## src/maze_pkg.sv

```systemverilog
package maze_pkg;

    // Canvas geometry in pixels
    localparam int CANVAS_W     = 160;
    localparam int CANVAS_H     = 120;
    localparam int CANVAS_WORDS = CANVAS_W * CANVAS_H;  // 19200 words
    localparam int ADDR_W       = 15;
    localparam int COLOR_W      = 12;                   // 4 bits per channel

    // Maze geometry in tiles
    localparam int MAZE_COLS = 29;
    localparam int MAZE_ROWS = 13;
    localparam int TILE_PX   = 5;   // Tile edge

    typedef logic [COLOR_W-1:0] color_t;
    typedef logic [ADDR_W-1:0]  canvas_addr_t;
    typedef logic [4:0]         tile_x_t;   // 0..28
    typedef logic [3:0]         tile_y_t;   // 0..12

    localparam color_t WALL_COLOR   = 12'h00F;
    localparam color_t FLOOR_COLOR  = 12'h000;
    localparam color_t PLAYER_COLOR = 12'hFA8;

    localparam int PLAYER_START_X = 1;
    localparam int PLAYER_START_Y = 1;
    localparam int NUM_GHOSTS     = 3;

    typedef struct packed {
        tile_x_t x;   // Upper 5 bits
        tile_y_t y;   // Lower 4 bits
    } tile_pos_t;

    // Same coding as the keypad direction word
    typedef enum logic [2:0] {
        DIR_NONE  = 3'd0,
        DIR_UP    = 3'd1,
        DIR_LEFT  = 3'd2,
        DIR_DOWN  = 3'd3,
        DIR_RIGHT = 3'd4
    } dir_t;

    // Border ring plus a pillar on every even/even tile
    function automatic logic is_wall(tile_pos_t pos);
        logic border;
        logic pillar;
        border = (pos.x == '0) || (pos.x == tile_x_t'(MAZE_COLS - 1)) ||
                 (pos.y == '0) || (pos.y == tile_y_t'(MAZE_ROWS - 1));
        pillar = !pos.x[0] && !pos.y[0];
        return border || pillar;
    endfunction

endpackage

```

## src/canvas_write_if.sv

```systemverilog
`timescale 1ns/1ps

// One stage handshake plus its canvas write port
interface canvas_write_if import maze_pkg::*; ();

    logic         start;      // Pulse from the sequencer
    logic         finished;   // Pulse from the stage after its last write
    logic         wren;       // High only while the stage is busy
    canvas_addr_t addr;       // Scanout reuses this as read address
    color_t       data;

    modport stage (
        input  start,
        output finished,
        output wren,
        output addr,
        output data
    );

    modport sequencer (
        output start,
        input  finished,
        input  wren,
        input  addr,
        input  data
    );

endinterface

```

## src/canvas_scanout.sv

```systemverilog
`timescale 1ns/1ps

module canvas_scanout import maze_pkg::*; (
    input  logic          clock,
    input  logic          resetn,
    canvas_write_if.stage ctrl,
    input  color_t        rdata,
    output logic          vga_valid,
    output logic [7:0]    vga_x,
    output logic [6:0]    vga_y,
    output color_t        vga_color
);

    logic       busy;
    logic [7:0] col;      // Address-side column
    logic [6:0] row;      // Address-side row
    logic       col_end;
    logic       row_end;

    assign col_end = (col == 8'(CANVAS_W - 1));
    assign row_end = (row == 7'(CANVAS_H - 1));

    // addr lines serve as the read address
    assign ctrl.addr = canvas_addr_t'(row * CANVAS_W + col);
    assign ctrl.wren = 1'b0;              // Read-only stage
    assign ctrl.data = FLOOR_COLOR;

    assign vga_color = rdata;             // Already one cycle behind addr

    always_ff @(posedge clock) begin
        if (!resetn) begin
            busy          <= 1'b0;
            col           <= '0;
            row           <= '0;
            vga_valid     <= 1'b0;
            ctrl.finished <= 1'b0;
        end else begin
            vga_valid <= busy;   // Align with read latency
            // Finish right after the bottom-right pixel
            ctrl.finished <= vga_valid && (vga_x == 8'(CANVAS_W - 1)) &&
                             (vga_y == 7'(CANVAS_H - 1));
            if (ctrl.start) begin
                busy <= 1'b1;
            end else if (busy) begin
                col <= col_end ? 8'd0 : col + 8'd1;
                if (col_end) begin
                    row <= row_end ? 7'd0 : row + 7'd1;
                    busy <= !row_end;   // Stop after address 19199
                end
            end
        end
    end

    // Pixel position trails the address by one cycle
    always_ff @(posedge clock) begin
        vga_x <= col;
        vga_y <= row;
    end

endmodule

```

## src/flat_wrapper.sv

```systemverilog
// flat-port wrapper written by rule: the top's interface ports become plain ports
module canvas_scanout_flat import maze_pkg::*;
  (clock, resetn, rdata, vga_valid, vga_x, vga_y, vga_color, ctrl_start, ctrl_finished, ctrl_wren, ctrl_addr, ctrl_data);
  canvas_write_if ctrl_i ();
  input  logic clock;
  input  logic resetn;
  input  color_t rdata;
  output logic vga_valid;
  output logic [7:0] vga_x;
  output logic [6:0] vga_y;
  output color_t vga_color;
  input wire logic [$bits(ctrl_i.start)-1:0] ctrl_start;
  output wire logic [$bits(ctrl_i.finished)-1:0] ctrl_finished;
  output wire logic [$bits(ctrl_i.wren)-1:0] ctrl_wren;
  output wire logic [$bits(ctrl_i.addr)-1:0] ctrl_addr;
  output wire logic [$bits(ctrl_i.data)-1:0] ctrl_data;
  assign ctrl_i.start = ctrl_start;
  assign ctrl_finished = ctrl_i.finished;
  assign ctrl_wren = ctrl_i.wren;
  assign ctrl_addr = ctrl_i.addr;
  assign ctrl_data = ctrl_i.data;
  canvas_scanout u_core (.clock(clock), .resetn(resetn), .ctrl(ctrl_i), .rdata(rdata), .vga_valid(vga_valid), .vga_x(vga_x), .vga_y(vga_y), .vga_color(vga_color));
endmodule
```

## config.mk

```make
export PLATFORM = sky130hd
export DESIGN_NAME = canvas_scanout_flat
export DESIGN_NICKNAME = d
export VERILOG_FILES = /design/src/maze_pkg.sv /design/src/canvas_write_if.sv /design/src/canvas_scanout.sv /design/src/flat_wrapper.sv
export SDC_FILE = /design/constraint.sdc
export NUM_CORES = 1
export LEC_CHECK = 0
export ABC_AREA = 1
export BUFFER_PORTS_ARGS = -buffer_cell sky130_fd_sc_hd__buf_4
export CAP_MARGIN = 20
export CORE_ASPECT_RATIO = 2
export CORE_MARGIN = 4
export CORE_UTILIZATION = 41
export CTS_CLUSTER_DIAMETER = 100
export DETAILED_ROUTE_END_ITERATION = 7
export GPL_ROUTABILITY_DRIVEN = 0
export PLACE_DENSITY = 0.77
export SETUP_SLACK_MARGIN = 0.4
export SYNTH_ARGS = -nofsm -noshare
export SYNTH_HDL_FRONTEND = slang
export SYNTH_SLANG_ARGS = --single-unit
```

## constraint.sdc

```tcl
create_clock -name clock -period 3.79 [get_ports clock]
set_clock_uncertainty 0.2 [all_clocks]
set_input_delay 0.5685 -clock clock [delete_from_list [all_inputs] [get_ports clock]]
set_output_delay 0.5685 -clock clock [all_outputs]
set_load 0.005 [all_outputs]
```

-- Word level (Yosys, flattened, before mapping)
Cells that the tools add are included.
W data, S select, Z words.
- register bits after elaboration: 33
- bits of input ports: 15
- word-level logic and storage cells: 26
- add/sub/neg operators: 3
- multipliers: 1
- equal/unequal tests: 4
- multiplexer cells: 5
- bitwise logic cells: 1
- reductions and logical operators: 5
- operator list (kind ; number):
    $eq A8 B8 Y1 const B ; 2
    $add A15 B8 Y15 ; 1
    $eq A7 B7 Y1 const B ; 2
    $mul A7 B3 Y10 const B ; 1
    $add A8 B1 Y8 const B ; 1
    $mux W8 ; 1
    $add A7 B1 Y7 const B ; 1
    $mux W7 ; 1
    $mux W1 ; 3
    $reduce_and A3 Y1 ; 1
    $logic_and A1 B1 Y1 ; 2
    $reduce_and A2 Y1 ; 1
    $logic_not A1 Y1 ; 1
    $not A1 Y1 ; 1

-- Logic depth before layout (Yosys ltp)
- depth after elaboration: 5
- depth in mapped cells: 10

-- Worst setup path before layout
OpenSTA, ideal clock, no wires.
- path type: register to output
- from: reg u_core.row[3]
- to: out ctrl_addr[14]
- data arrival time: 1993 ps
- path slack: 1028 ps
- stages on the path, launching flop included: 10
- path buffers: 0
- cell sequence: dfxtp_1 -> ha_1 -> ha_1 -> fa_1 -> nand4_1 -> nand2_1 -> inv_1 -> nor2_1 -> nand3_1 -> nand2_1
- cells in the longest elaborated chain, start to end: 2
- ends and longest elaborated chain (what ; line ; RTL):
    from (decl) ; canvas_scanout.sv:16 ; logic [6:0] row;
    from (signal assigned) ; canvas_scanout.sv:47 ; row <= row_end ? 7'd0 : row + 7'd1;
    $mul A7 B3 Y10 ; canvas_scanout.sv:24 ; assign ctrl.addr = canvas_addr_t'(row * CANVAS_W + col);
    $add A15 B8 Y15 ; canvas_scanout.sv:24 ;
    to (decl) ; flat_wrapper.sv:15 ; output wire logic [$bits(ctrl_i.addr)-1:0] ctrl_addr;
Every way passes these cells.

-- Final worst setup path
- from: reg u_core.row[1]
- to: out ctrl_addr[14]
The elaborated chain is that of the path after synthesis.

==> summary.md <==
| Metric | Value |
|---|---|
| DR iter-0 viols | 24 |
| Die height | ~110 µm |
| Reg clk slew, reported paths | roughly 0.070 ns |
| Buf/Inv on CP | 2 |
| Layout cell share with drive strength beyond 1 | 0.223 |
| Switching pwr | 150 µW |
| Post-synth top area cell | dfxtp_1 |
| ANT nets after route | 0 |
| Avg Inst Size Synth | 7.76 µm² |
| Buffers added on ports | 34 |
| Pwr dens | ~330 nW/µm² |
| Fin crit period | 3.20 ns |
| Comb power frac | 0.034 |
| Total congestion overflow | 0 |
| Post-CTS setup buffer count | 0 |
| Post-cts sizing count | 0 |
| Clock buffer count from CTS | 5 |
| Mapped cell area | a little over 2000 µm² |
| Data arrival, critical path | approximately 2.4 ns |
| Crit Path Max Fanout | 7 |
| Rows | 36 |
| Final setup TNS | 0 ns |
| NumNets Final | around 320 |
| Type of destination of the critical path | primary output |
| Pre-CTS setup slack | roughly 0.77 ns |
| Smallest hold slack | a little over 0.2 ns |
| Synthesized instance count | roughly 260 |
| Yosys reg bits | 33 |
| Crit Path Class | reg2out |
| DP HPWL | 3620 µm |
| VDD IR max | between 0.0002 and 0.0003 V |
| Area delta synth->final | 13.9% |
| Core area | about 4900 µm² |
| Setup ws final | ~0.6 ns |
| DR DRC count | 0 |
| Flop pwr share | 0.461 |
| R2r startpoint | u_core.row[0] |
| TritonRoute pass-1 iters | 4 |
| Crit path from | u_core.row[1] |
| Avg Vias per Cell | between 5 and 6 |
| Worst-skew pair later-pin latency | between 0.2 and 0.3 ns |
| # hold bufs at CTS | 0 |
| Hold Crit Class | reg2reg |
| Final period util | 0.845 |
| Max Slew Vio Count | 0 |
| WL final | 4380 µm |
| CP Launch Type | register |
| Vias in the first global route | ~1700 |
| Clk root buf | clkbuf_8 |
| GRT Resource Usage Total | 0.148 |
| CP max stage cell | fa_2 |
| First-pass GRT wire length | between 7000 and 8000 µm |
| Placed cells | 336 |
| Max Fclk | roughly 310 MHz |
| Post-synth EDFFs | 0 |
| Largest net degree at the start of global routing | 12 |
| Final setup vio count | 0 |
| Ant diodes | 0 |
| Ys Warns | 0 |
| Synth top area share | 0.323 |
| Status | finished, final reports clean |
| Beginning of the worst hold path | u_core.col[4] |
| Die X | ~58 µm |
| RSZ-0062 raised after global routing | no |
| Int Pwr | a little over 600 µW |
| Lkg Pwr | roughly 1.1 nW |
| Asr flop ratio synth | 0 |
| Vias | around 1700 |
| Die ar. | between 6000 and 7000 µm² |
| CP max stage delay | around 0.60 ns |
| Critical-path cell list | ha_1, ha_1, fa_2, nand4_1, nand2_1, inv_1, nor2_1, nand3_1, nand2_1, buf_4 |
| Ys flop type | dfxtp_1 |
| Sw frac | 0.194 |
| Routed len/inst | 12.7 µm |
| Fin. Hold Viols | 0 |
| Starting Density | 0.421 |
| Sink Count | 33 |
| Pwr Total | ~770 µW |
| Initial antenna violation count | 0 |
| CTS tree | done |
| Synth top area cells | dfxtp_1, buf_4, ha_1, nand2_1, nand3_1 |
| Io pins | 72 |
| H-Tree Depth | 2 |
| Required time worst endpoint | a little over 3 ns |
| Most frequent cells in the layout | nand2_1, buf_4, dfxtp_1 |
| Cell family with most CP delay | adder cells |
| Commonest non-fill, non-tap cell in the layout | nand2_1 |
| Clock power share | 0.505 |
| Seq/Total Area, Yosys | 0.323 |
| Post-synthesis cell type count | 32 |
| Max-Cap Viols | 0 |
| CTS max path bufs | 2 |
| Post-route insts no fill | between 300 and 400 |
## cell type report
type,instances,area [µm²]
Clock inverter,3,65.1
Fill cell,483,2530
Timing Repair Buffer,34,255
Clock buffer,5,68.8
Tap cell,57,71.3
Inverter,30,113
Sequential cell,33,667
Multi-Input combinational cell,182,1090
## cell usage after synthesis (all sizes together) (8+ instances only)
library cell / count
a21oi: 11
buf: 30
dfxtp: 33
ha: 15
inv: 30
nand2: 51
nand3: 26
nand4: 8
nor2: 27
o21ai: 8
xor2: 8
## power groups by stage
stage	Sequential (mW)	Combinational, mW	Clock, mW
after detailed placement	0.365	0.0259	0
after global placement	0.365	0.0250	0
after floorplan	0.364	0.0368	0
after CTS	0.357	0.0258	0.398
after global routing	0.356	0.0300	0.409
final	0.356	0.0260	0.390
## per-layer routing
layer,part of all wire,vias to the layer above,GRT usage
met5,0,-,0
met4,0.054,0,0.116
met3,0.047,24,0.0275
met2,0.60,52,0.286
met1,0.30,791,0.125
li1,-,856,-
## registers in the layout, indices dropped and copies added (netlist names)
| name | flops |
|---|---|
| u_core.ctrl.finished | 1 |
| u_core.col | 8 |
| u_core.row | 7 |
| u_core.vga_y | 7 |
| u_core.busy | 1 |
| u_core.vga_valid | 1 |
| u_core.vga_x | 8 |
## final timing paths
kind	end	depth (start not counted)	slack, ns
worst max-delay path	ctrl_addr[14]	10	0.59
worst min-delay path	u_core.vga_x[4]	0	0.20
worst max register to register	u_core.row[6]	8	2.03
worst min register to register	u_core.vga_x[4]	0	0.20
## kinds of logic (layout without fill, tap and decap cells)
logic type,after synthesis,after routing,synth area share
other,1,13,0.00183
AO/OA/AOI/OAI,21,21,0.0550
buffers and inverters,61,72,0.167
AND/OR/NAND/NOR,120,120,0.283
flip-flops,33,33,0.323
XOR/XNOR,11,11,0.0599
adder cells (fa/ha/maj),17,17,0.111
## per-stage QoR
step / cell area, µm² / util
6_report: 2330 / 0.480
5_1_grt: 2330 / 0.480
4_1_cts: 2320 / 0.478
3_5_place_dp: 2190 / 0.450
3_3_place_gp: 2190 / 0.450
2_1_floorplan: 2090 / -
(Power assumes the default switching activity.)
