`src/maze_pkg.sv`:
```
package maze_pkg;

    // Canvas geometry in pixels
    localparam int CANVAS_W     = 160;
    localparam int CANVAS_H     = 120;
    localparam int CANVAS_WORDS = CANVAS_W * CANVAS_H;  // 19200 words
    localparam int ADDR_W       = 15;
    localparam int COLOR_W      = 12;                   // 4 bits per channel

    // Maze geometry in tiles
    localparam int MAZE_COLS = 29;
    localparam int MAZE_ROWS = 13;
    localparam int TILE_PX   = 5;   // Tile edge

    typedef logic [COLOR_W-1:0] color_t;
    typedef logic [ADDR_W-1:0]  canvas_addr_t;
    typedef logic [4:0]         tile_x_t;   // 0..28
    typedef logic [3:0]         tile_y_t;   // 0..12

    localparam color_t WALL_COLOR   = 12'h00F;
    localparam color_t FLOOR_COLOR  = 12'h000;
    localparam color_t PLAYER_COLOR = 12'hFA8;

    localparam int PLAYER_START_X = 1;
    localparam int PLAYER_START_Y = 1;
    localparam int NUM_GHOSTS     = 3;

    typedef struct packed {
        tile_x_t x;   // Upper 5 bits
        tile_y_t y;   // Lower 4 bits
    } tile_pos_t;

    // Same coding as the keypad direction word
    typedef enum logic [2:0] {
        DIR_NONE  = 3'd0,
        DIR_UP    = 3'd1,
        DIR_LEFT  = 3'd2,
        DIR_DOWN  = 3'd3,
        DIR_RIGHT = 3'd4
    } dir_t;

    // Border ring plus a pillar on every even/even tile
    function automatic logic is_wall(tile_pos_t pos);
        logic border;
        logic pillar;
        border = (pos.x == '0) || (pos.x == tile_x_t'(MAZE_COLS - 1)) ||
                 (pos.y == '0) || (pos.y == tile_y_t'(MAZE_ROWS - 1));
        pillar = !pos.x[0] && !pos.y[0];
        return border || pillar;
    endfunction

endpackage

```
`src/canvas_write_if.sv`:
```
`timescale 1ns/1ps

// One stage handshake plus its canvas write port
interface canvas_write_if import maze_pkg::*; ();

    logic         start;      // Pulse from the sequencer
    logic         finished;   // Pulse from the stage after its last write
    logic         wren;       // High only while the stage is busy
    canvas_addr_t addr;       // Scanout reuses this as read address
    color_t       data;

    modport stage (
        input  start,
        output finished,
        output wren,
        output addr,
        output data
    );

    modport sequencer (
        output start,
        input  finished,
        input  wren,
        input  addr,
        input  data
    );

endinterface

```
`src/player_motion.sv`:
```
`timescale 1ns/1ps

module player_motion import maze_pkg::*; (
    input  logic                          clock,
    input  logic                          resetn,
    canvas_write_if.stage                 ctrl,
    input  dir_t                          direction,
    input  tile_pos_t [NUM_GHOSTS-1:0]    ghost_pos,
    output tile_pos_t                     player_pos,
    output logic                          collided
);

    tile_pos_t target;     // Neighbor tile in the requested direction
    tile_pos_t next_pos;   // Target, or stay put when it is a wall
    logic      hit;        // Some ghost sits on next_pos

    always_comb begin
        target = player_pos;
        case (direction)
            DIR_UP:    target.y = player_pos.y - 4'd1;
            DIR_LEFT:  target.x = player_pos.x - 5'd1;
            DIR_DOWN:  target.y = player_pos.y + 4'd1;
            DIR_RIGHT: target.x = player_pos.x + 5'd1;
            default:   target = player_pos;   // DIR_NONE holds
        endcase
    end

    // Player never sits on the border, so no wrap is possible
    assign next_pos = is_wall(target) ? player_pos : target;

    always_comb begin
        hit = 1'b0;
        for (int g = 0; g < NUM_GHOSTS; g++) begin
            if (ghost_pos[g] == next_pos) begin
                hit = 1'b1;
            end
        end
    end

    always_ff @(posedge clock) begin
        if (!resetn) begin
            player_pos.x  <= tile_x_t'(PLAYER_START_X);
            player_pos.y  <= tile_y_t'(PLAYER_START_Y);
            collided      <= 1'b0;
            ctrl.finished <= 1'b0;
        end else begin
            ctrl.finished <= ctrl.start;   // Single-cycle stage
            if (ctrl.start) begin
                player_pos <= next_pos;
                collided   <= hit;         // Checked against the new tile
            end
        end
    end

    // No canvas traffic from this stage
    assign ctrl.wren = 1'b0;
    assign ctrl.addr = '0;
    assign ctrl.data = FLOOR_COLOR;

endmodule

```
`src/flat_wrapper.sv`:
```
// flat-port wrapper written by rule: the top's interface ports become plain ports
module player_motion_flat import maze_pkg::*;
  (clock, resetn, direction, ghost_pos, player_pos, collided, ctrl_start, ctrl_finished, ctrl_wren, ctrl_addr, ctrl_data);
  canvas_write_if ctrl_i ();
  input  logic clock;
  input  logic resetn;
  input  dir_t direction;
  input  tile_pos_t [NUM_GHOSTS-1:0] ghost_pos;
  output tile_pos_t player_pos;
  output logic collided;
  input wire logic [$bits(ctrl_i.start)-1:0] ctrl_start;
  output wire logic [$bits(ctrl_i.finished)-1:0] ctrl_finished;
  output wire logic [$bits(ctrl_i.wren)-1:0] ctrl_wren;
  output wire logic [$bits(ctrl_i.addr)-1:0] ctrl_addr;
  output wire logic [$bits(ctrl_i.data)-1:0] ctrl_data;
  assign ctrl_i.start = ctrl_start;
  assign ctrl_finished = ctrl_i.finished;
  assign ctrl_wren = ctrl_i.wren;
  assign ctrl_addr = ctrl_i.addr;
  assign ctrl_data = ctrl_i.data;
  player_motion u_core (.clock(clock), .resetn(resetn), .ctrl(ctrl_i), .direction(direction), .ghost_pos(ghost_pos), .player_pos(player_pos), .collided(collided));
endmodule
```
`config.mk`:
```
export PLATFORM = sky130hd
export DESIGN_NAME = player_motion_flat
export DESIGN_NICKNAME = d
export VERILOG_FILES = /design/src/maze_pkg.sv /design/src/canvas_write_if.sv /design/src/player_motion.sv /design/src/flat_wrapper.sv
export SDC_FILE = /design/constraint.sdc
export NUM_CORES = 1
export LEC_CHECK = 0
export BUFFER_PORTS_ARGS = -buffer_cell sky130_fd_sc_hd__buf_2
export CORE_MARGIN = 5
export CORE_UTILIZATION = 56
export CTS_CLUSTER_DIAMETER = 50
export DETAILED_ROUTE_END_ITERATION = 8
export GPL_ROUTABILITY_DRIVEN = 0
export PLACE_DENSITY = 0.88
export SYNTH_ARGS = -nofsm -noshare
export SYNTH_HDL_FRONTEND = slang
export SYNTH_SLANG_ARGS = --single-unit
```
`constraint.sdc`:
```
create_clock -name clock -period 13.6 [get_ports clock]
set_clock_uncertainty 0.2 [all_clocks]
set_input_delay 1.36 -clock clock [delete_from_list [all_inputs] [get_ports clock]]
set_output_delay 1.36 -clock clock [all_outputs]
set_load 0.1 [all_outputs]
```
After elaboration in Yosys (flattened, before gate mapping)
Index checks and enable logic that the tools add are counted.
{ "word_totals": {"memories": 0, "rom_bits": 0, "ff_bits": 11, "output_inout_bits": 39, "in_bits": 33, "latchBits": 0, "ramBits": 0} }
{ "classes": {"n_shift": 0, "n_lt_le_gt_ge": 0, "multipliers": 0, "n_reduce_logical": 9, "muxes": 6, "addsub": 4, "bitwise_logic": 0, "div": 0, "n_eq_ne": 9} }
{ "ops": {"columns": ["cell", "count"], "rows": [
  ["9-bit equality test", 3],
  ["5-bit one-hot mux with 2 select lines", 1],
  ["9-bit two-way mux", 1],
  ["4-bit one-hot mux with 2 select lines", 1],
  ["3-bit by 2-bit equality test with 1-bit output (second input constant)", 2],
  ["5-bit by 1-bit adder with 5-bit output (second input constant)", 1],
  ["5-bit equality test (second input constant)", 1],
  ["5-bit logical NOT", 1],
  ["5-bit by 1-bit subtractor with 5-bit output (second input constant)", 1],
  ["4-bit by 1-bit adder with 4-bit output (second input constant)", 1],
  ["4-bit equality test (second input constant)", 1],
  ["4-bit logical NOT", 1],
  ["1-bit logical OR", 4],
  ["4-bit by 1-bit subtractor with 4-bit output (second input constant)", 1],
  ["3-bit by 1-bit equality test with 1-bit output (second input constant)", 1],
  ["3-bit equality test (second input constant)", 1],
  ["1-bit two-way mux", 3],
  ["1-bit logical NOT", 2],
  ["1-bit logical AND", 1]
]} }

Longest topological paths before layout
Gate-level depths: netlist of the first run.
{ "logic_depth": {"word_depth": 12, "mapped_depth": 18, "ltp_nobuf": 14} }

Worst setup path before layout of the first run
No wires, ideal clock.
{ "synth_path": {"path_type": "input to register", "from": "in direction[2]", "to": "reg u_core.collided", "t_arrival_ps": 4997, "setup_slack_ps": 8328, "setup_time_ps": 75, "path_stages": 15, "n_path_buf": 2, "t_required_ps": 13325, "cell_sequence": "buf_4 -> or3b_4 -> fa_1 -> a21o_1 -> a2111oi_4 -> nor3_1 -> or4_1 -> buf_6 -> nand3_2 -> nor2_1 -> a22o_1 -> or4_1 -> nor4_1 -> a21oi_1 -> a31oi_1"} }
{ "synth_between": {"elab_chain_cells": 12, "elab_cells_between_ends": 24, "classes_between": "eq/ne (9); mux (6); reduce/logical (9)"} }
{ "synth_lines": {"columns": ["item", "line", "rtl"], "rows": [
  ["start, declared", "flat_wrapper.sv:7", "input dir_t direction;"],
  ["3-bit equality test / 3-bit by 2-bit equality test with 1-bit output (equally long branches)", "player_motion.sv:19", "case (direction)"],
  ["5-bit one-hot mux with 2 select lines", "player_motion.sv:19", null],
  ["5-bit equality test / 5-bit logical NOT (equally long branches)", "maze_pkg.sv:46", "border = (pos.x == '0) || (pos.x == tile_x_t'(MAZE_COLS - 1)) ||"],
  ["1-bit logical OR (2 in a row)", "maze_pkg.sv:46", null],
  ["1-bit logical OR", "maze_pkg.sv:47", "(pos.y == '0) || (pos.y == tile_y_t'(MAZE_ROWS - 1));"],
  ["1-bit logical OR", "maze_pkg.sv:49", "return border || pillar;"],
  ["9-bit two-way mux *", "player_motion.sv:29", "assign next_pos = is_wall(target) ? player_pos : target;"],
  ["9-bit equality test", "player_motion.sv:34", "if (ghost_pos[g] == next_pos) begin"],
  ["1-bit two-way mux (2 in a row)", "player_motion.sv:34", null],
  ["1-bit two-way mux *", "player_motion.sv:34", null],
  ["end signal, assigned", "player_motion.sv:50", "collided <= hit;"],
  ["end, declared", "player_motion.sv:10", "output logic collided"]
]} }
Mark *: on every way between the ends. The rest lies on a longest branch, timed or not.
A chain may end at the register's enable or synchronous reset.

Worst setup path in the final report of the first run
{ "layout_path": {"from": "in direction[0]", "to": "reg u_core.collided"} }
Same word-level chain as after synthesis.

==> results_dict.tcl, run 1 <==
set metrics [dict create \
    status "finished, final reports clean" \
    syn_area_um2 2120 \
    ys_types 65 \
    postCtsSetupRepairBufs 0 \
    final_max_slew_viol_count 0 \
    min_period_ns 5.65 \
    wl_um 5300 \
    die_area_um2 5110 \
    clock_latency_ns 0.24 \
    crit_chain "buf_2, nor2b_1, nand2_1, fa_1, xnor3_1, nand3_1, nor3_1, a211oi_2, mux2i_1, a211oi_1, xor2_1, nand4_1, nor3_1, nand4_1, a31oi_1" \
    power_frac_seq 0.182 \
    cp.required_ns 13.57 \
    clock.fmax_ghz 0.177 \
    path_clk_slew_ns 0.05 \
    antenna_found_initial 0 \
    swShare 0.561 \
    hold_start "u_core.collided$_SDFFE_PN0P_" \
    seq_area_frac_synth 0.104 \
    crit_path_top_delay_cell "a211oi_2" \
    syn-mean-instance-area_um2 7.75 \
    async_flop_share 0 \
    arrival_ns 5.62 \
    dp_hpwl_um 4310 \
    synth_flop_cell "dfxtp_1" \
    setup_tns_ns 0 \
    final_layout_size_suffix_gt1_frac 0.205 \
    r2r_slack_ns 9.18 \
    worstHoldPathCells 2 \
    finalInstanceArea_um2 2270 \
    p_int_uw 93.1 \
    synth_xor_area_frac 0.159 \
    synthCells 273 \
    clockRootBuffer "clkbuf_8" \
    chipHeight_um 71.5 \
    grt_max_degree 20 \
    initial_core_util 0.578 \
    drt_iter0_markers 166 \
    grt_pass1_wl_um 8520 \
    critPathKind "in -> reg" \
    slew_headroom 0.359 \
    cts-buffers-inserted 3 \
    ys_warn_count 0 \
    rsz0062_at_grt "no" \
    r2r-end "u_core.collided$_SDFFE_PN0P_" \
    grt_pass1_vias 1863 \
    area_growth_pct 7.16 \
    finalNonFillerCells 356 \
    crit_buf_inv 1 \
    clockPowerShare 0.160 \
    p_leak_uw 0.000998 \
    viasPerCell 5.76 \
    place_area_um2 2220 \
    period_share 0.416 \
    finalNetCount 350 \
    clk_path_buf_depth 2 \
    whs_ns 0.376 \
    clock_sinks 11 \
    fp.coreArea_um2 3660 \
    cp_max_fo 12 \
    cts_tree "done" \
    ir_drop_mv 0.0769 \
    synth_adder_area_share 0.0544 \
    worst_pin_slew_ns 0.937 \
    hold_violations 0 \
    cp_top_family "compound AO/OA/AOI/OAI gates" \
    fp-row-count 22 \
    cts.repair.resized 0 \
    hold_path_end "u_core.collided$_SDFFE_PN0P_" \
    critPathMaxStageDelay_ns 0.65 \
    end_kind "register" \
    ys_ff_latch 11 \
    ios 72 \
    port_buffers 43 \
    cts.htree.levels 1 \
    synth_top_family_by_area "compound AO/OA/AOI/OAI gates" \
    p_per_area_nw_per_um2 93.6 \
    ant_nets 0 \
    holdBufCountCts 0 \
    r2r_start "u_core.player_pos[4]$_SDFFE_PN1P_" \
    diodes 0 \
    maxCapViolCount 0 \
    drt-pass1-iter-count 4 \
    grtUsageTotal 0.204 \
    place_inst 352 \
    grt.overflow.total 0 \
    hold_path_class "reg -> reg" \
    ff2ff_path_depth 12 \
    avgRoutedWirePerCell_um 14.9 \
    synth_compound_area_frac 0.249 \
    startpoint_type "primary input" \
    cp-startpoint "direction[0]" \
    synth_edf_count 0 \
    num_vias 2049 \
    p_sw_uw 119 \
    muxShareOfSynthArea 0.0361 \
    share_comb_of_total_power 0.658 \
    drc 0 \
    finalSetupViolCount 0 \
    synth_simple_gate_area_frac 0.245 \
    die_w_um 71.5 \
]
-- synth_stat cells (5+ instances only) --
| cell type | instances | area share |
|---|---|---|
| inv_1 | 13 | 0.023 |
| dfxtp_1 | 11 | 0.10 |
| nor2_1 | 20 | 0.035 |
| xnor2_1 | 21 | 0.087 |
| nand3_1 | 15 | 0.035 |
| xor2_1 | 13 | 0.054 |
| o21ai_0 | 6 | 0.014 |
| nor3_1 | 7 | 0.017 |
| a21oi_1 | 11 | 0.026 |
| nor4_1 | 5 | 0.015 |
| nand2_1 | 15 | 0.027 |
| buf_4 | 30 | 0.11 |
| ha_1 | 6 | 0.035 |
| and3_1 | 5 | 0.015 |
-- sequential cells by signal, indices dropped and copies added (netlist names) --
signal,count
u_core.ctrl.finished,1
u_core.collided,1
u_core.player_pos,9
-- layer usage --
layer,global-route usage,up-vias,part of all wire
li1,-,1001,-
met1,0.278,929,0.43
met5,0,-,0
met2,0.326,106,0.46
met4,0.0480,0,0.015
met3,0.0491,13,0.10
-- through the flow --
| stage | total power, µW | setup WS (ns) | utilization |
|---|---|---|---|
| 6_report | 212 | 7.95 | 0.619 |
| 2_1_floorplan | 163 | 8.33 | - |
| 5_1_grt | 225 | 7.58 | 0.619 |
| 4_1_cts | 212 | 7.98 | 0.619 |
| 3_3_place_gp | 175 | 7.91 | 0.607 |
| 3_5_place_dp | 177 | 7.74 | 0.607 |
-- cells by family after synthesis --
logic type	Yosys count
buf+inv	52
flops	11
xor+xnor	36
fa+ha+maj	8
compound gates	63
mux	6
other cells	1
simple gates	96
-- layout by cell type, fill, tap and decap left out, types with 6 or more instances in the layout --
cell type / n
conb_1: 28
buf_2: 43
o21ai_0: 6
a21oi_1: 11
nor3_1: 7
inv_1: 13
dfxtp_1: 11
ha_1: 6
nand3_1: 15
xor2_1: 13
xnor2_1: 21
nor2_1: 20
nand2_1: 15
-- worst max-delay path by stage --
stage / to / slack (ns) / depth (start not counted)
6_report: u_core.collided$_SDFFE_PN0P_ / 7.95 / 15
5_1_grt: u_core.collided$_SDFFE_PN0P_ / 7.58 / 15
4_1_cts: u_core.collided$_SDFFE_PN0P_ / 7.98 / 15
3_5_place_dp: u_core.collided$_SDFFE_PN0P_ / 7.74 / 15
3_3_place_gp: u_core.collided$_SDFFE_PN0P_ / 7.91 / 14
2_1_floorplan: u_core.collided$_SDFFE_PN0P_ / 8.33 / 15
-- power groups by stage --
stage | clock [µW] | combinational, µW | sequential [µW]
floorplan | 0 | 112 | 51.2
global placement | 0 | 136 | 39.2
detailed placement | 0 | 138 | 39.3
CTS | 34.6 | 138 | 38.6
global route | 36.3 | 149 | 39.2
finish | 33.8 | 140 | 38.7
-- area by class of cell --
cell class	instances	area [µm²]
Clock buffer	4	45.0
Fill cell	354	1390
Inverter	13	48.8
Multi-Input combinational cell	237	1680
Sequential cell	11	220
Tap cell	48	60.1
Timing Repair Buffer	43	215
-- worst min-delay path, stage by stage (launching register included) --
cell     delay, ns
dfxtp_1       0.31
o21ai_0       0.17
a31oi_1       0.04
Note: power is estimated with default switching activity, not from simulation.
==> run 2: changes to the inputs <==
ABC_AREA = 1   (was unset)
CORE_UTILIZATION = 45   (was 56)
PLACE_DENSITY = 0.77   (was 0.88)
clock period = 4.55 ns   (was 13.6 ns; I/O delays follow)
==> results_dict.tcl, run 2 <==
set metrics [dict create \
    cp_max_fo 15 \
    rsz0062_at_grt "no" \
    cts-buffers-inserted 3 \
    clockPowerShare 0.145 \
    critPathMaxStageDelay_ns 0.33 \
    finalSetupViolCount 0 \
    ant_nets 0 \
    path_clk_slew_ns 0.05 \
    ys_ff_latch 11 \
    fp.coreArea_um2 4000 \
    die_area_um2 5530 \
    end_kind "register" \
    viasPerCell 4.63 \
    port_buffers 43 \
    async_flop_share 0 \
    clock_latency_ns 0.24 \
    seq_area_frac_synth 0.118 \
    hold_violations 0 \
    cts.htree.levels 1 \
    avgRoutedWirePerCell_um 10.6 \
    finalNetCount 404 \
    whs_ns 0.248 \
    syn_area_um2 1870 \
    p_leak_uw 0.00127 \
    share_comb_of_total_power 0.686 \
    crit_end "u_core.collided$_SDFFE_PN0P_" \
    antenna_found_initial 0 \
    synth.top_cells.by_count "nand2_1, inv_1, nand3_1" \
    holdBufCountCts 0 \
    period_share 0.720 \
    grt.overflow.total 0 \
    synth_top_area_frac 0.195 \
    drt_iter0_markers 85 \
    crit_path_top_delay_cell "ha_1" \
    ys_types 26 \
    cp.required_ns 4.53 \
    grtUsageTotal 0.158 \
    r2r_slack_ns 1.57 \
    wl_um 4370 \
    cp-startpoint "direction[0]" \
    syn-mean-instance-area_um2 5.83 \
    maxCapViolCount 0 \
    swShare 0.598 \
    final_max_slew_viol_count 0 \
    clockRootBuffer "clkbuf_8" \
    status "finished, final reports clean" \
    power_frac_seq 0.169 \
    grt_pass1_vias 1654 \
    final_cell_mix "nand2_1, inv_1, nand3_1, buf_2, conb_1" \
    p_per_area_nw_per_um2 343 \
    synth_edf_count 0 \
    area_growth_pct 9.66 \
    largestRegisters "u_core.player_pos x9, u_core.collided x1, u_core.ctrl.finished x1" \
    synthCells 320 \
    r2r-end "u_core.collided$_SDFFE_PN0P_" \
    p_int_uw 282 \
    diodes 0 \
    arrival_ns 3.25 \
    num-fill-cells 426 \
    hold_path_class "in -> reg" \
    cts.repair.resized 0 \
    dp_hpwl_um 3720 \
    synth_flop_cell "dfxtp_1" \
    ys_warn_count 0 \
    post-synth-top-count-cell "nand2_1" \
    regMostFlops "u_core.player_pos" \
    drc 0 \
    startpoint_type "primary input" \
    initial_core_util 0.466 \
    ff2ff_path_depth 22 \
    num_vias 1909 \
    drt-pass1-iter-count 5 \
    setup_tns_ns 0 \
    layout_commonest_cell "nand2_1" \
    r2r_start "u_core.player_pos[4]$_SDFFE_PN1P_" \
    largest_reg_flops 9 \
    min_period_ns 3.27 \
    yosysTopAreaCell "nand2_1" \
    cp_common_cell "nand2_1" \
    cts_tree "done" \
    die_w_um 74.4 \
    clock_sinks 11 \
    p_sw_uw 419 \
    fp-row-count 23 \
    ir_drop_mv 0.184 \
    clock.fmax_ghz 0.305 \
    chipHeight_um 74.4 \
    grt_max_degree 17 \
    grt_pass1_wl_um 7020 \
    clk_path_buf_depth 2 \
    synthTopCellsByArea "nand2_1, dfxtp_1, buf_4" \
    postCtsSetupRepairBufs 0 \
    final_layout_size_suffix_gt1_frac 0.191 \
    ios 72 \
    critPathKind "in -> reg" \
]
[run 2: stage by stage]
| step | utilization | area (µm²) | total power [µW] | instances | worst slack, ns |
|---|---|---|---|---|---|
| 2_1_floorplan | - | 1970 | 553 | 347 | 1.27 |
| 3_3_place_gp | 0.500 | 2000 | 594 | 408 | 1.10 |
| 3_5_place_dp | 0.500 | 2000 | 599 | 408 | 1.04 |
| 4_1_cts | 0.511 | 2050 | 701 | 412 | 1.27 |
| 5_1_grt | 0.511 | 2050 | 762 | 412 | 0.923 |
| 6_report | 0.511 | 2050 | 701 | 412 | 1.28 |
[run 2: power by group through the flow]
stage	Combinational (µW)	Clock, µW	Sequential, µW
after floorplan	374	0	179
after detailed placement	478	0	120
after CTS	480	103	118
after global placement	473	0	120
after global routing	532	110	120
final	481	102	118
[run 2: cells by family (layout without fill, tap and decap cells)]
logic type,count (synthesis),after routing,synth area share
AOI/OAI and AO/OA,23,23,0.0651
xor gates and xnor gates,6,6,0.0322
adders and majority gates,8,8,0.0617
buffers and inverters,85,100,0.237
DFF,11,11,0.118
other,1,28,0.00201
and+or+nand+nor,186,186,0.484
[run 2: area by class of cell]
type	instances	area (µm²)	area share
Multi-Input combinational cell	251	1300	0.637
Sequential cell	11	220	0.108
Tap cell	50	62.6	0.0306
Inverter	53	199	0.0972
Timing Repair Buffer	43	215	0.105
Clock buffer	4	45.0	0.0220
[run 2: worst max-delay path: cells and delay by family]
| kind | cells | cell delay, ns |
|---|---|---|
| adder cells (fa/ha/maj) | 1 | 0.33 |
| AND/OR/NAND/NOR | 21 | 2.18 |
| buffers and inverters | 3 | 0.26 |
[run 2: per-layer routing]
layer | track usage | routed length [µm] | vias to the layer above
li1 | - | - | 1028
met1 | 0.202 | 1880 | 826
met2 | 0.280 | 2140 | 55
met3 | 0.0419 | 354 | 0
met4 | 0.00593 | 0 | 0
met5 | 0 | 0 | -
[run 2: worst min path at each step]
stage	start	end	cells after the start
finish	resetn	u_core.ctrl.finished$_SDFF_PN0_	3
global route	resetn	u_core.ctrl.finished$_SDFF_PN0_	3
CTS	resetn	u_core.ctrl.finished$_SDFF_PN0_	3
detailed placement	u_core.collided$_SDFFE_PN0P_	u_core.collided$_SDFFE_PN0P_	2
global placement	u_core.collided$_SDFFE_PN0P_	u_core.collided$_SDFFE_PN0P_	2
floorplan	ctrl_start	u_core.ctrl.finished$_SDFF_PN0_	2
