`config.mk`:
```
export PLATFORM = sky130hd
export DESIGN_NAME = maze_painter_flat
export DESIGN_NICKNAME = d
export VERILOG_FILES = /design/src/maze_pkg.sv /design/src/canvas_write_if.sv /design/src/maze_painter.sv /design/src/flat_wrapper.sv
export SDC_FILE = /design/constraint.sdc
export NUM_CORES = 1
export LEC_CHECK = 0
export ABC_AREA = 1
export BUFFER_PORTS_ARGS = -buffer_cell sky130_fd_sc_hd__buf_2
export CORE_MARGIN = 2
export CORE_UTILIZATION = 45
export CTS_BUF_LIST = sky130_fd_sc_hd__clkbuf_4
export DETAILED_ROUTE_END_ITERATION = 12
export PLACE_DENSITY_LB_ADDON = 0.15
export SYNTH_ARGS = -nofsm -noshare
export SYNTH_HDL_FRONTEND = slang
export SYNTH_SLANG_ARGS = --single-unit
```
`constraint.sdc`:
```
create_clock -name clock -period 4 [get_ports clock]
set_input_delay 0.2 -clock clock [delete_from_list [all_inputs] [get_ports clock]]
set_output_delay 0.2 -clock clock [all_outputs]
set_load 0.03 [all_outputs]
```
`src/maze_pkg.sv`:
```
package maze_pkg;

    // Canvas geometry in pixels
    localparam int CANVAS_W     = 160;
    localparam int CANVAS_H     = 120;
    localparam int CANVAS_WORDS = CANVAS_W * CANVAS_H;  // 19200 words
    localparam int ADDR_W       = 15;
    localparam int COLOR_W      = 12;                   // 4 bits per channel

    // Maze geometry in tiles
    localparam int MAZE_COLS = 29;
    localparam int MAZE_ROWS = 13;
    localparam int TILE_PX   = 5;   // Tile edge

    typedef logic [COLOR_W-1:0] color_t;
    typedef logic [ADDR_W-1:0]  canvas_addr_t;
    typedef logic [4:0]         tile_x_t;   // 0..28
    typedef logic [3:0]         tile_y_t;   // 0..12

    localparam color_t WALL_COLOR   = 12'h00F;
    localparam color_t FLOOR_COLOR  = 12'h000;
    localparam color_t PLAYER_COLOR = 12'hFA8;

    localparam int PLAYER_START_X = 1;
    localparam int PLAYER_START_Y = 1;
    localparam int NUM_GHOSTS     = 3;

    typedef struct packed {
        tile_x_t x;   // Upper 5 bits
        tile_y_t y;   // Lower 4 bits
    } tile_pos_t;

    // Same coding as the keypad direction word
    typedef enum logic [2:0] {
        DIR_NONE  = 3'd0,
        DIR_UP    = 3'd1,
        DIR_LEFT  = 3'd2,
        DIR_DOWN  = 3'd3,
        DIR_RIGHT = 3'd4
    } dir_t;

    // Border ring plus a pillar on every even/even tile
    function automatic logic is_wall(tile_pos_t pos);
        logic border;
        logic pillar;
        border = (pos.x == '0) || (pos.x == tile_x_t'(MAZE_COLS - 1)) ||
                 (pos.y == '0) || (pos.y == tile_y_t'(MAZE_ROWS - 1));
        pillar = !pos.x[0] && !pos.y[0];
        return border || pillar;
    endfunction

endpackage

```
`src/canvas_write_if.sv`:
```
`timescale 1ns/1ps

// One stage handshake plus its canvas write port
interface canvas_write_if import maze_pkg::*; ();

    logic         start;      // Pulse from the sequencer
    logic         finished;   // Pulse from the stage after its last write
    logic         wren;       // High only while the stage is busy
    canvas_addr_t addr;       // Scanout reuses this as read address
    color_t       data;

    modport stage (
        input  start,
        output finished,
        output wren,
        output addr,
        output data
    );

    modport sequencer (
        output start,
        input  finished,
        input  wren,
        input  addr,
        input  data
    );

endinterface

```
`src/maze_painter.sv`:
```
`timescale 1ns/1ps

module maze_painter import maze_pkg::*; (
    input  logic          clock,
    input  logic          resetn,
    canvas_write_if.stage ctrl
);

    logic       busy;
    logic [2:0] px;        // Pixel column inside tile
    logic [2:0] py;        // Pixel row inside tile
    tile_x_t    tx;        // Tile column
    tile_y_t    ty;        // Tile row
    logic       px_end;
    logic       py_end;
    logic       tx_end;
    logic       ty_end;
    tile_pos_t  tile;
    logic [7:0] pix_x;     // Canvas column, max 144
    logic [6:0] pix_y;     // Canvas row, max 64

    assign px_end = (px == 3'(TILE_PX - 1));
    assign py_end = (py == 3'(TILE_PX - 1));
    assign tx_end = (tx == tile_x_t'(MAZE_COLS - 1));
    assign ty_end = (ty == tile_y_t'(MAZE_ROWS - 1));

    assign tile  = '{x: tx, y: ty};
    assign pix_x = 8'(tx * TILE_PX + px);   // Tile origin plus offset
    assign pix_y = 7'(ty * TILE_PX + py);

    // One write per busy cycle
    assign ctrl.wren = busy;
    assign ctrl.addr = canvas_addr_t'(pix_y * CANVAS_W + pix_x);
    assign ctrl.data = is_wall(tile) ? WALL_COLOR : FLOOR_COLOR;

    always_ff @(posedge clock) begin
        if (!resetn) begin
            busy          <= 1'b0;
            ctrl.finished <= 1'b0;
            px            <= '0;
            py            <= '0;
            tx            <= '0;
            ty            <= '0;
        end else begin
            ctrl.finished <= 1'b0;
            if (ctrl.start) begin
                busy <= 1'b1;        // Counters already rest at zero
            end else if (busy) begin
                if (!px_end) begin
                    px <= px + 3'd1;
                end else begin
                    px <= '0;
                    if (!py_end) begin
                        py <= py + 3'd1;
                    end else begin
                        py <= '0;
                        if (!tx_end) begin
                            tx <= tx + 5'd1;
                        end else begin
                            tx <= '0;
                            if (!ty_end) begin
                                ty <= ty + 4'd1;
                            end else begin
                                // Last of 9425 pixels
                                ty            <= '0;
                                busy          <= 1'b0;
                                ctrl.finished <= 1'b1;
                            end
                        end
                    end
                end
            end
        end
    end

endmodule

```
`src/flat_wrapper.sv`:
```
// flat-port wrapper written by rule: the top's interface ports become plain ports
module maze_painter_flat import maze_pkg::*;
  (clock, resetn, ctrl_start, ctrl_finished, ctrl_wren, ctrl_addr, ctrl_data);
  canvas_write_if ctrl_i ();
  input  logic clock;
  input  logic resetn;
  input wire logic [$bits(ctrl_i.start)-1:0] ctrl_start;
  output wire logic [$bits(ctrl_i.finished)-1:0] ctrl_finished;
  output wire logic [$bits(ctrl_i.wren)-1:0] ctrl_wren;
  output wire logic [$bits(ctrl_i.addr)-1:0] ctrl_addr;
  output wire logic [$bits(ctrl_i.data)-1:0] ctrl_data;
  assign ctrl_i.start = ctrl_start;
  assign ctrl_finished = ctrl_i.finished;
  assign ctrl_wren = ctrl_i.wren;
  assign ctrl_addr = ctrl_i.addr;
  assign ctrl_data = ctrl_i.data;
  maze_painter u_core (.clock(clock), .resetn(resetn), .ctrl(ctrl_i));
endmodule
```
After elaboration in Yosys (flattened, before gate mapping):

Cells that the tools add are included.

* bits in read-only memories: 0
* bits in latches: 0
* flip-flop bits (word level): 17
* memories: 0
* input bits: 3
* logic and storage cells: 52
* RAM bits: 0
* output and inout bits: 29

* equality and inequality tests: 4
* multiplexer cells: 12
* $add $sub $neg: 7
* divide/modulo/power cells: 0
* reduce and logical (&&, ||, !) cells: 14
* $mul: 3
* order comparisons: 0
* bitwise gates (word level): 6
* shift operators: 0

Operators by type and width (number)
* 15-bit by 8-bit adder with 15-bit output: 1
* 7-bit by 3-bit multiplier with 10-bit output, second input constant: 1
* 8-bit by 3-bit adder with 8-bit output: 1
* 5-bit by 3-bit multiplier with 8-bit output, second input constant: 1
* 4-bit two-way mux: 2
* 7-bit by 3-bit adder with 7-bit output: 1
* 4-bit by 3-bit multiplier with 7-bit output, second input constant: 1
* 1-bit two-way mux: 7
* 3-bit by 1-bit adder with 3-bit output, second input constant: 2
* 3-bit == test, second input constant: 2
* 3-bit two-way mux: 2
* 1-bit inverter: 6
* 6-bit OR reduction: 1
* 5-bit by 1-bit adder with 5-bit output, second input constant: 1
* 5-bit == test, second input constant: 1
* 5-bit zero test: 1
* 5-bit two-way mux: 1
* 5-bit AND reduction: 1
* 4-bit by 1-bit adder with 4-bit output, second input constant: 1
* 4-bit == test, second input constant: 1
* 4-bit zero test: 1
* 1-bit logical OR: 4
* 4-bit AND reduction: 1
* 3-bit AND reduction: 1
* other kinds (3): 4

Depth between registers and ports, before layout:

Gate-level depths: netlist (run 1).

* word-level depth: 7
* depth in mapped cells: 19
* mapped depth without buffers: 19

Least setup slack after synthesis (run 1):

Ideal clock, no wire load.

* kind: reg2out
* from: register u_core.ty[0]
* to: output ctrl_addr[12]
* setup slack: 213 ps
* required time: 3800 ps
* arrival: 3587 ps
* buffers on the path: 0
* stages on the path, launching flop included: 16
* cell sequence: dfxtp_1 ha_1 ha_1 inv_1 fa_1 xnor2_1 ha_1 ha_1 inv_1 fa_1 nor2_1 nand3_1 nand2_1 nand2_1 nor2_1 xor2_1

* longest elaborated chain between the ends: 4

Ends and longest elaborated chain
* from (decl): line maze_painter.sv:13 `tile_y_t ty;`
* from (signal assigned): line maze_painter.sv:62 `ty <= ty + 4'd1;`
* 4-bit by 3-bit multiplier with 7-bit output: line maze_painter.sv:29 `assign pix_y = 7'(ty * TILE_PX + py);`
* 7-bit by 3-bit adder with 7-bit output: line maze_painter.sv:29
* 7-bit by 3-bit multiplier with 10-bit output: line maze_painter.sv:33 `assign ctrl.addr = canvas_addr_t'(pix_y * CANVAS_W + pix_x);`
* 15-bit by 8-bit adder with 15-bit output: line maze_painter.sv:33
* to (decl): line flat_wrapper.sv:10 `output wire logic [$bits(ctrl_i.addr)-1:0] ctrl_addr;`

Every way passes these cells.

Worst setup path after layout (run 1):

Ends and elaborated chain as after synthesis.

==> reports/results.tsv, run 1 <==
metric	value	unit
grt_pass1_vias	1701	
yosys-top-cells-area	ha_1 (28%), dfxtp_1 (16%), nand2_1 (12%)	
cp.required	3.80	ns
drive_gt1_share	20.2	%
synthCells	305	
cts-root-buf	clkbuf_4	
num_io_pins	32	
fin_nets	388	
syn_area_per_cell	7.09	um2
p_per_area	117	nW/um2
synth.most_common_cell	nand2_1	
path_cells	ha_4 -> ha_4 -> inv_1 -> fa_2 -> xnor2_2 -> ha_1 -> ha_4 -> inv_2 -> fa_1 -> nor2_2 -> nand3_1 -> nand2_1 -> nand2_1 -> nor2_2 -> xor2_1 -> buf_4	
ff2ff_path_depth	7	
r2r_slack	2.52	ns
port_buffers	23	
outcome	completed	
avgRoutedWirePerCell	10.7	um
syn2layout_area_growth	16.8	%
grt_usage	16.2	%
cts_buffers	3	
path_max_fanout	4	
min_from	ctrl_start	
htree_levels	1	
dpl.hpwl	3.35	mm
postCtsHoldBufs	0	
fin_crit_sh	96.2	%
timing.setup.tns	0	ns
holdPathEnd	u_core.ctrl.wren$_SDFF_PN0_	
peakVddDrop	132	uV
synth-async-reset-ratio	0	%
drc	0	
report.final.slew_viol_count	0	
clk_pin_slew	0.11	ns
cpMostUsedCell	ha_4	
fmax	260	MHz
ys_seq_area_share	15.7	%
max_stage_delay	0.44	ns
yosysTopAreaCellShare	27.8	%
synth-seq-cells	17	
crit_path_end_kind	output port	
yosysWarnings	0	
hold_viol	0	
finalSetupViolations	0	
crit_start	u_core.ty[0]$_SDFFE_PN0P_	
insertion_delay	0.30	ns
synth_edf_count	0	
diodes	0	
p_leak	1.49	nW
drt-initial-drc-count	63	
place.gp.congestion	0.799	
r2r_end	u_core.tx[0]$_SDFFE_PN0P_	
grt_start_max_net_pins	11	
ant_nets	0	
hp-class	input port to register	
via_per_inst	4.89	
timing.rr.start	u_core.py[0]$_SDFFE_PN0P_	
synth_area_leader_cell	ha_1	
core_area	4690	um2
grt_remaining_overflow	0	
period_minus_slack	3.85	ns
design.die.area	5380	um2
synthesis.area	2160	um2
rows	25	
ys_types	26	
worst_ep_arrival_time	3.65	ns
cts_tree	done	
antenna_found_initial	0	
die_h	73.3	um
routed-via-count	1889	
clock-sinks	17	
initial_utilization	46.1	%
synth_ff_type	dfxtp_1	
critical_path_class	register to output port	
startpoint_type	register	
die_x	73.3	um
power	0.000296	W
min_path_cells	3	
cap_viol_max_count	0	
drt_first_pass_iters	4	
fillers	464	
slowest_stage	fa_1	
drt_wl_total	4.15	mm
grt_pass1_wl	7.10	mm
synth_commonest_cells	nand2_1 (67), inv_1 (50), ha_1 (48)	
clock_path_buffers	2	
worst_clock_skew	0.0114	ns
## worst max-delay path: cells and delay by family, from the launching register on
| family | cells | cell delay [ns] |
|---|---|---|
| buffers and inverters | 3 | 0.29 |
| adder cells (fa/ha/maj) | 6 | 1.85 |
| flip-flops | 1 | 0.38 |
| AND/OR/NAND/NOR | 5 | 0.54 |
| XOR/XNOR | 2 | 0.31 |
## final cells by class
class	instances	area (um2)	share of cell area [%]
Clock buffer	3	22.5	0.891
Clock inverter	1	5.00	0.198
Inverter	52	196	7.77
Multi-Input combinational cell	232	1720	68.1
Sequential cell	17	363	14.4
Tap cell	54	67.6	2.67
Timing Repair Buffer	27	153	6.04
## power breakdown
group,internal [W],total [W],switching (W)
sequential,0.000168,0.000170,0.00000200
combinational,0.00000631,0.0000301,0.0000238
clock,0.0000372,0.0000958,0.0000586
## cells by family (layout without fill, tap and decap cells)
logic type	count (synthesis)	after routing	synth area share [%]
xor gates and xnor gates	16	16	6.48
other	1	8	0.173
buffers and inverters	63	83	12.9
adders and majority gates	52	52	31.5
AOI/OAI and AO/OA	27	27	6.94
DFF	17	17	15.7
and+or+nand+nor	129	129	26.3
## flip-flops by register name, indices dropped and copies added (netlist names)
signal,count
u_core.ty,4
u_core.ctrl.finished,1
u_core.ctrl.wren,1
u_core.tx,5
u_core.py,3
u_core.px,3
## timing repair
item | in CTS | in global routing
pin swaps | 1 | 14
resized for setup | 10 | 31
endpoints found under the setup margin | 5 | 4
buffers inserted | 0 | 4
## stage by stage
step	cells	utilization, %	hold slack [ns]	setup WS [ns]	area (um2)
final	386	53.9	0.179	0.153	2530
after global routing	386	53.9	0.182	-0.0176	2530
after CTS	382	49.9	0.170	0.00595	2340
after detailed placement	378	48.8	0.495	0.140	2290
after global placement	378	48.8	0.496	0.238	2290
after floorplan	312	-	0.323	0.213	2190
## cell usage in the layout (no fill, tap or decap), types with 4 or more instances in the layout
master,instances
ha_1,36
conb_1,8
nand3_1,24
nor2_1,21
inv_1,49
ha_4,9
clkbuf_4,4
nand2_1,67
buf_4,6
dfxtp_1,9
dfxtp_4,5
a21oi_1,14
xor2_1,11
xnor2_1,4
nor3_1,7
o21ai_0,4
buf_2,20
## worst max-delay path by stage
stage | endpoint | depth (start not counted) | slack, ns
after floorplan | ctrl_addr[12] | 15 | 0.21
after global placement | ctrl_addr[12] | 16 | 0.24
after detailed placement | ctrl_addr[12] | 16 | 0.14
after CTS | ctrl_addr[12] | 16 | 0.006
after global routing | ctrl_addr[12] | 16 | -0.02
final | ctrl_addr[12] | 16 | 0.15
## per-layer routing
metal / vias up / GRT usage (%) / share of wire, %
met4: 0 / 3.03 / 1.1
met5: - / 0 / 0
met2: 18 / 27.6 / 48
met1: 842 / 22.5 / 49
li1: 1023 / - / -
met3: 6 / 1.23 / 1.7
Note: power is estimated with default switching activity, not from simulation.
==> run 2: changes to the inputs <==
--- a/config.mk
+++ b/config.mk
@@ -7,6 +7,7 @@
 export LEC_CHECK = 0
 export ABC_AREA = 1
 export BUFFER_PORTS_ARGS = -buffer_cell sky130_fd_sc_hd__buf_2
+export CAP_MARGIN = 20
 export CORE_MARGIN = 2
 export CORE_UTILIZATION = 45
 export CTS_BUF_LIST = sky130_fd_sc_hd__clkbuf_4
==> constraint.sdc (replaced) <==
create_clock -name clock -period 3.5 [get_ports clock]
set_input_delay 0.175 -clock clock [delete_from_list [all_inputs] [get_ports clock]]
set_output_delay 0.175 -clock clock [all_outputs]
set_load 0.03 [all_outputs]
==> run 2 against run 1 <==
  * The flow now finishes with violations (setup timing)
  * Worst hold slack lost 0.015 ns
  * Critical endpoint unchanged
  * Combinational power grew 18%
  * Design area grew 15%
  * Cell count increased by 6.7%
==> reports/results.tsv, run 2 (synthesis results as in run 1) <==
metric	value	unit	change
report.final.slew_viol_count	0		unchanged
dpl.hpwl	3.34	mm	-0.17%
drive_gt1_share	33.2	%	+13 points
worst_ep_arrival_time	3.58	ns	-0.07 ns
num_io_pins	32		unchanged
p_per_area	120	nW/um2	+2.7%
r2r_end	u_core.ty[3]$_SDFFE_PN0P_		
clock-sinks	17		unchanged
postPlaceCellArea	2490	um2	+8.6%
startpoint_type	register		
drc	0		unchanged
grt_pass1_wl	7.74	mm	+9.0%
largestRegisters	u_core.tx x5, u_core.ty x4		
violations	setup timing		
path_max_fanout	3		-1
worst_clock_skew	0.00882	ns	-0.00254 ns
routed-via-count	2002		+6.0%
clk_pin_slew	0.11	ns	about the same
timing.rr.start	u_core.py[0]$_SDFFE_PN0P_		
drt-initial-drc-count	68		+7.9%
htree_levels	1		unchanged
grt_usage	17.9	%	+1.7 points
ant_nets	0		unchanged
via_per_inst	4.86		-0.71%
finalSetupViolations	5		+5
min_from	ctrl_start		
place.gp.congestion	0.837		+4.8%
insertion_delay	0.30	ns	about the same
antenna_found_initial	0		unchanged
diodes	0		unchanged
avgRoutedWirePerCell	10.8	um	+0.40%
outcome	finished, violations left		
fmax	266	MHz	
die_h	73.3	um	unchanged
largest_reg_flops	5		unchanged
min_path_cells	3		unchanged
final_common_cell	nand2_1		
r2r_slack	1.95	ns	-0.57 ns
grt_remaining_overflow	0		unchanged
grt_start_max_net_pins	10		-1
holdPathEnd	u_core.ctrl.wren$_SDFF_PN0_		
design.die.area	5380	um2	unchanged
critical_path_class	register to output port		
core_area	4690	um2	unchanged
grt_pass1_vias	1820		+7.0%
most-common-layout-cells	nand2_1 (61), inv_1 (43), buf_4 (32)		
drt_wl_total	4.44	mm	+7.2%
p_leak	1.59	nW	+6.8%
period_minus_slack	3.75	ns	
fin_crit_sh	107	%	
top_register	u_core.tx		
rows	25		unchanged
port_buffers	23		unchanged
cts_buffers	3		unchanged
rsz0062_at_grt	true		
cts_tree	done		
clock_path_buffers	2		unchanged
die_x	73.3	um	unchanged
cp.required	3.32	ns	-0.48 ns
syn2layout_area_growth	34.2	%	
hp-class	input port to register		
fin_nets	414		+6.7%
crit_path_end_kind	output port		
finish.utilization	61.9	%	+8.0 points
hold_viol	0		unchanged
cap_viol_max_count	0		unchanged
cts-root-buf	clkbuf_4		
fin_area	2900	um2	+15%
final.setup.worst_slack	-0.255	ns	-0.408 ns
initial_utilization	46.1	%	unchanged
drt_first_pass_iters	4		unchanged
ff2ff_path_depth	11		+4
peakVddDrop	194	uV	+47%
[run 2: layer usage]
layer,global-route usage (%),wire (um)
met5,0,0
met4,3.43,28
met3,2.61,85
met2,31.7,2260
met1,23.1,2070
[run 2: where the power goes]
group | switching [W] | internal [W] | leakage (nW) | total, W
registers | 0.00000267 | 0.000194 | 0.142 | 0.000197
logic | 0.0000274 | 0.00000810 | 1.43 | 0.0000355
clock network | 0.0000644 | 0.0000521 | 0.0184 | 0.000117
[run 2: cell type report]
cell class | instances | area [um2]
multi-input combinational | 232 | 1880
sequential | 17 | 354
inverter | 52 | 199
clock buffer | 4 | 30.0
tap | 54 | 67.6
fill | 417 | 1790
timing repair buffer | 53 | 370
[run 2: metrics by stage]
step	worst slack [ns]	std cells	setup TNS, ns	total power [W]	hold WS, ns
after floorplan	0.00708	312	0	0.000237	0.298
after global placement	-0.0420	402	-0.0723	0.000237	0.476
after detailed placement	-0.140	402	-0.278	0.000237	0.475
after CTS	-0.276	410	-1.18	0.000355	0.152
after global routing	-0.413	412	-1.96	0.000368	0.164
final	-0.255	412	-1.03	0.000349	0.164
[run 2: critical path, stage by stage (launching register included)]
cell     delay, ns
dfxtp_2       0.35
ha_4          0.24
ha_4          0.27
inv_2         0.04
fa_2          0.41
xnor2_2       0.16
ha_1          0.28
ha_2          0.18
inv_2         0.04
fa_1          0.49
nor2_2        0.15
nand3_1       0.10
nand2_2       0.09
nand2_2       0.06
nor2_4        0.14
xor2_2        0.14
buf_6         0.14
[run 2: repair_timing]
| action | CTS | global route |
|---|---|---|
| resized for setup | 42 | 26 |
| endpoints found under the hold margin | 0 | 0 |
| gates cloned | 0 | 0 |
| hold buffers | 0 | 0 |
| setup endpoints to repair | 6 | 7 |
| buffers inserted | 4 | 2 |
| pin swaps | 22 | 15 |
[run 2: worst max path at each step]
stage / startpoint / endpoint / slack, ns / depth (start not counted)
3_5_place_dp: u_core.ty[0]$_SDFFE_PN0P_ / ctrl_addr[14] / -0.14 / 17
6_report: u_core.ty[2]$_SDFFE_PN0P_ / ctrl_addr[12] / -0.25 / 16
3_3_place_gp: u_core.ty[1]$_SDFFE_PN0P_ / ctrl_addr[14] / -0.04 / 18
4_1_cts: u_core.ty[1]$_SDFFE_PN0P_ / ctrl_addr[12] / -0.28 / 17
5_1_grt: u_core.ty[2]$_SDFFE_PN0P_ / ctrl_addr[12] / -0.41 / 16
2_1_floorplan: u_core.ty[1]$_SDFFE_PN0P_ / ctrl_addr[12] / 0.007 / 16
==> run 3: changes to the inputs <==
--- a/config.mk
+++ b/config.mk
@@ -8,6 +8,7 @@
 export ABC_AREA = 1
 export BUFFER_PORTS_ARGS = -buffer_cell sky130_fd_sc_hd__buf_2
 export CAP_MARGIN = 20
+export CORE_ASPECT_RATIO = 1.5
 export CORE_MARGIN = 2
 export CORE_UTILIZATION = 45
 export CTS_BUF_LIST = sky130_fd_sc_hd__clkbuf_4
==> run 3 against run 2 <==
  * Flip-flop and latch count unchanged
  * Sequential power about the same
  * Utilization up 1.0 points
  * Global-route usage up 0.27 points
  * The run still ends with setup timing left
  * Clock power about the same
  * Largest power group unchanged
==> reports/results.tsv, run 3 (synthesis results as in run 1) <==
metric	value	unit	change
cts_tree	done		
avgRoutedWirePerCell	10.9	um	+1.5%
outcome	finished, violations left		
num_io_pins	32		unchanged
cap_viol_max_count	0		unchanged
largest_reg_flops	5		unchanged
period_minus_slack	3.69	ns	-0.0690 ns
r2r_end	u_core.ty[2]$_SDFFE_PN0P_		
core_area	4580	um2	-2.4%
port_buffers	23		unchanged
grt_remaining_overflow	0		unchanged
finish.utilization	62.9	%	+1.0 points
crit_path_end_kind	output port		
swShare	26.5	%	-0.59 points
clock_path_buffers	2		unchanged
p_int	0.000254	W	about the same
hold_viol	0		unchanged
via_per_inst	4.80		-1.3%
drt_first_pass_iters	4		unchanged
grt_usage	18.1	%	+0.27 points
drive_gt1_share	32.1	%	-1.1 points
ant_nets	0		unchanged
critical_path_class	register to output port		
path_cells	buf_6 -> ha_4 -> ha_4 -> inv_4 -> fa_2 -> xnor2_2 -> ha_1 -> ha_2 -> inv_2 -> fa_2 -> nor2_4 -> nand3_2 -> nand2_2 -> nand2_2 -> nor2_4 -> xor2_2 -> buf_6		
dpl.hpwl	3.62	mm	+8.4%
holdPathEnd	u_core.ty[0]$_SDFFE_PN0P_		
top_register	u_core.tx		
timing.setup.tns	-0.655	ns	+0.375 ns
postCtsHoldBufs	0		unchanged
syn2layout_area_growth	33.2	%	
min_from	resetn		
power_frac_comb	10.0	%	-0.2 points
most-common-layout-cells	nand2_1 (63), inv_1 (43), ha_1 (31)		
ff2ff_path_depth	11		unchanged
diodes	0		unchanged
worst_ep_arrival_time	3.51	ns	-0.07 ns
grt_pass1_vias	1907		+4.8%
p_sw	0.0000916	W	-3.0%
largestRegisters	u_core.tx x5, u_core.ty x4		
min_path_cells	3		unchanged
routed-via-count	2010		+0.40%
grt_start_max_net_pins	10		unchanged
fmax	271	MHz	+1.9%
report.final.slew_viol_count	0		unchanged
startpoint_type	register		
grt_pass1_wl	7.67	mm	-0.89%
clkPwrFrac	32.9	%	-0.5 points
cts-root-buf	clkbuf_4		
fin_cells	419		+1.7%
p_per_area	120	nW/um2	-0.11%
final.setup.worst_slack	-0.186	ns	+0.0690 ns
rows	30		+20%
timing.rr.start	u_core.tx[0]$_SDFFE_PN0P_		
antenna_found_initial	0		unchanged
slowest_stage	fa_2		
r2r_slack	2.00	ns	+0.05 ns
initial_utilization	47.2	%	+1.1 points
rsz0062_at_grt	true		
fin_nets	411		-0.72%
design.die.area	5390	um2	+0.21%
drt_wl_total	4.59	mm	+3.2%
drc	0		unchanged
seqPwrFrac	57.1	%	+0.7 points
cp.required	3.32	ns	about the same
clk_pin_slew	0.10	ns	about the same
insertion_delay	0.29	ns	about the same
worst_clock_skew	0.00602	ns	-0.00280 ns
path_max_fanout	3		unchanged
htree_levels	1		unchanged
placedCellCount	411		+2.2%
max_stage_delay	0.45	ns	-0.04 ns
finalSetupViolations	6		+1
path_delay_family	adder cells		
worst-path-buf-inv	4		+1
final_common_cell	nand2_1		
violations	setup timing		
drt-initial-drc-count	65		-4.4%
peakVddDrop	185	uV	-4.6%
die_x	60.6	um	-17%
place.gp.congestion	0.788		-5.9%
cts_buffers	3		unchanged
clock-sinks	17		unchanged
p_leak	1.60	nW	+0.64%
die_h	88.9	um	+21%
fin_crit_sh	105	%	-2.0 points
hp-class	input port to register		
run 3: cell types whose count changed in the layout (fill, tap and decap cells not counted), sizes merged:
cell	before	now
buf	53	50
run 3: area by class of cell:
cell class	count	area (um2)
Multi-Input combinational cell	232	1870
Fill cell	421	1700
Sequential cell	17	354
Timing Repair Buffer	50	350
Inverter	52	199
Tap cell	64	80.1
Clock buffer	4	30.0
run 3: what timing repair did:
action                                  CTS  global route
cloned                                    0             0
pin swaps                                24            11
buffers inserted                          2             2
resized for setup                        52            14
endpoints found under the setup margin    6             7
run 3: worst max path at each step:
stage / depth (start not counted) / slack (ns) / startpoint / endpoint
floorplan: 16 / 0.007 / u_core.ty[1]$_SDFFE_PN0P_ / ctrl_addr[12]
global placement: 18 / -0.08 / u_core.ty[1]$_SDFFE_PN0P_ / ctrl_addr[14]
CTS: 17 / -0.20 / u_core.ty[2]$_SDFFE_PN0P_ / ctrl_addr[14]
global route: 18 / -0.32 / u_core.ty[1]$_SDFFE_PN0P_ / ctrl_addr[14]
finish: 17 / -0.19 / u_core.ty[1]$_SDFFE_PN0P_ / ctrl_addr[12]
detailed placement: 18 / -0.17 / u_core.ty[1]$_SDFFE_PN0P_ / ctrl_addr[14]
run 3: power groups by stage:
stage	logic, W	registers (W)	clock network, W
global route	0.0000386	0.000198	0.000122
finish	0.0000346	0.000197	0.000114
floorplan	0.0000336	0.000204	0
CTS	0.0000347	0.000198	0.000116
detailed placement	0.0000345	0.000203	0
global placement	0.0000345	0.000203	0
run 3: tightest hold or removal path, delay by kind of cell:
kind,cells,cell delay (ns)
buffers and inverters,1,0.15
AO/OA/AOI/OAI,1,0.04
AND/OR/NAND/NOR,1,0.07
run 3: metrics by stage:
stage               cell area (um2)  hold WS [ns]  total power, W  setup WS [ns]
CTS                            2820         0.171        0.000349         -0.197
global route                   2880         0.186        0.000358         -0.322
global placement               2490         0.477        0.000237        -0.0760
finish                         2880         0.172        0.000346         -0.186
floorplan                      2210         0.298        0.000237        0.00708
detailed placement             2490         0.485        0.000237         -0.175
run 3: routing by layer:
| layer | up-vias | track usage (%) | wire (um) |
|---|---|---|---|
| met5 | - | 0 | 0 |
| met4 | 0 | 4.15 | 25 |
| met3 | 2 | 1.16 | 80 |
| met2 | 23 | 37.2 | 2700 |
| met1 | 923 | 19.1 | 1780 |
| li1 | 1062 | - | - |
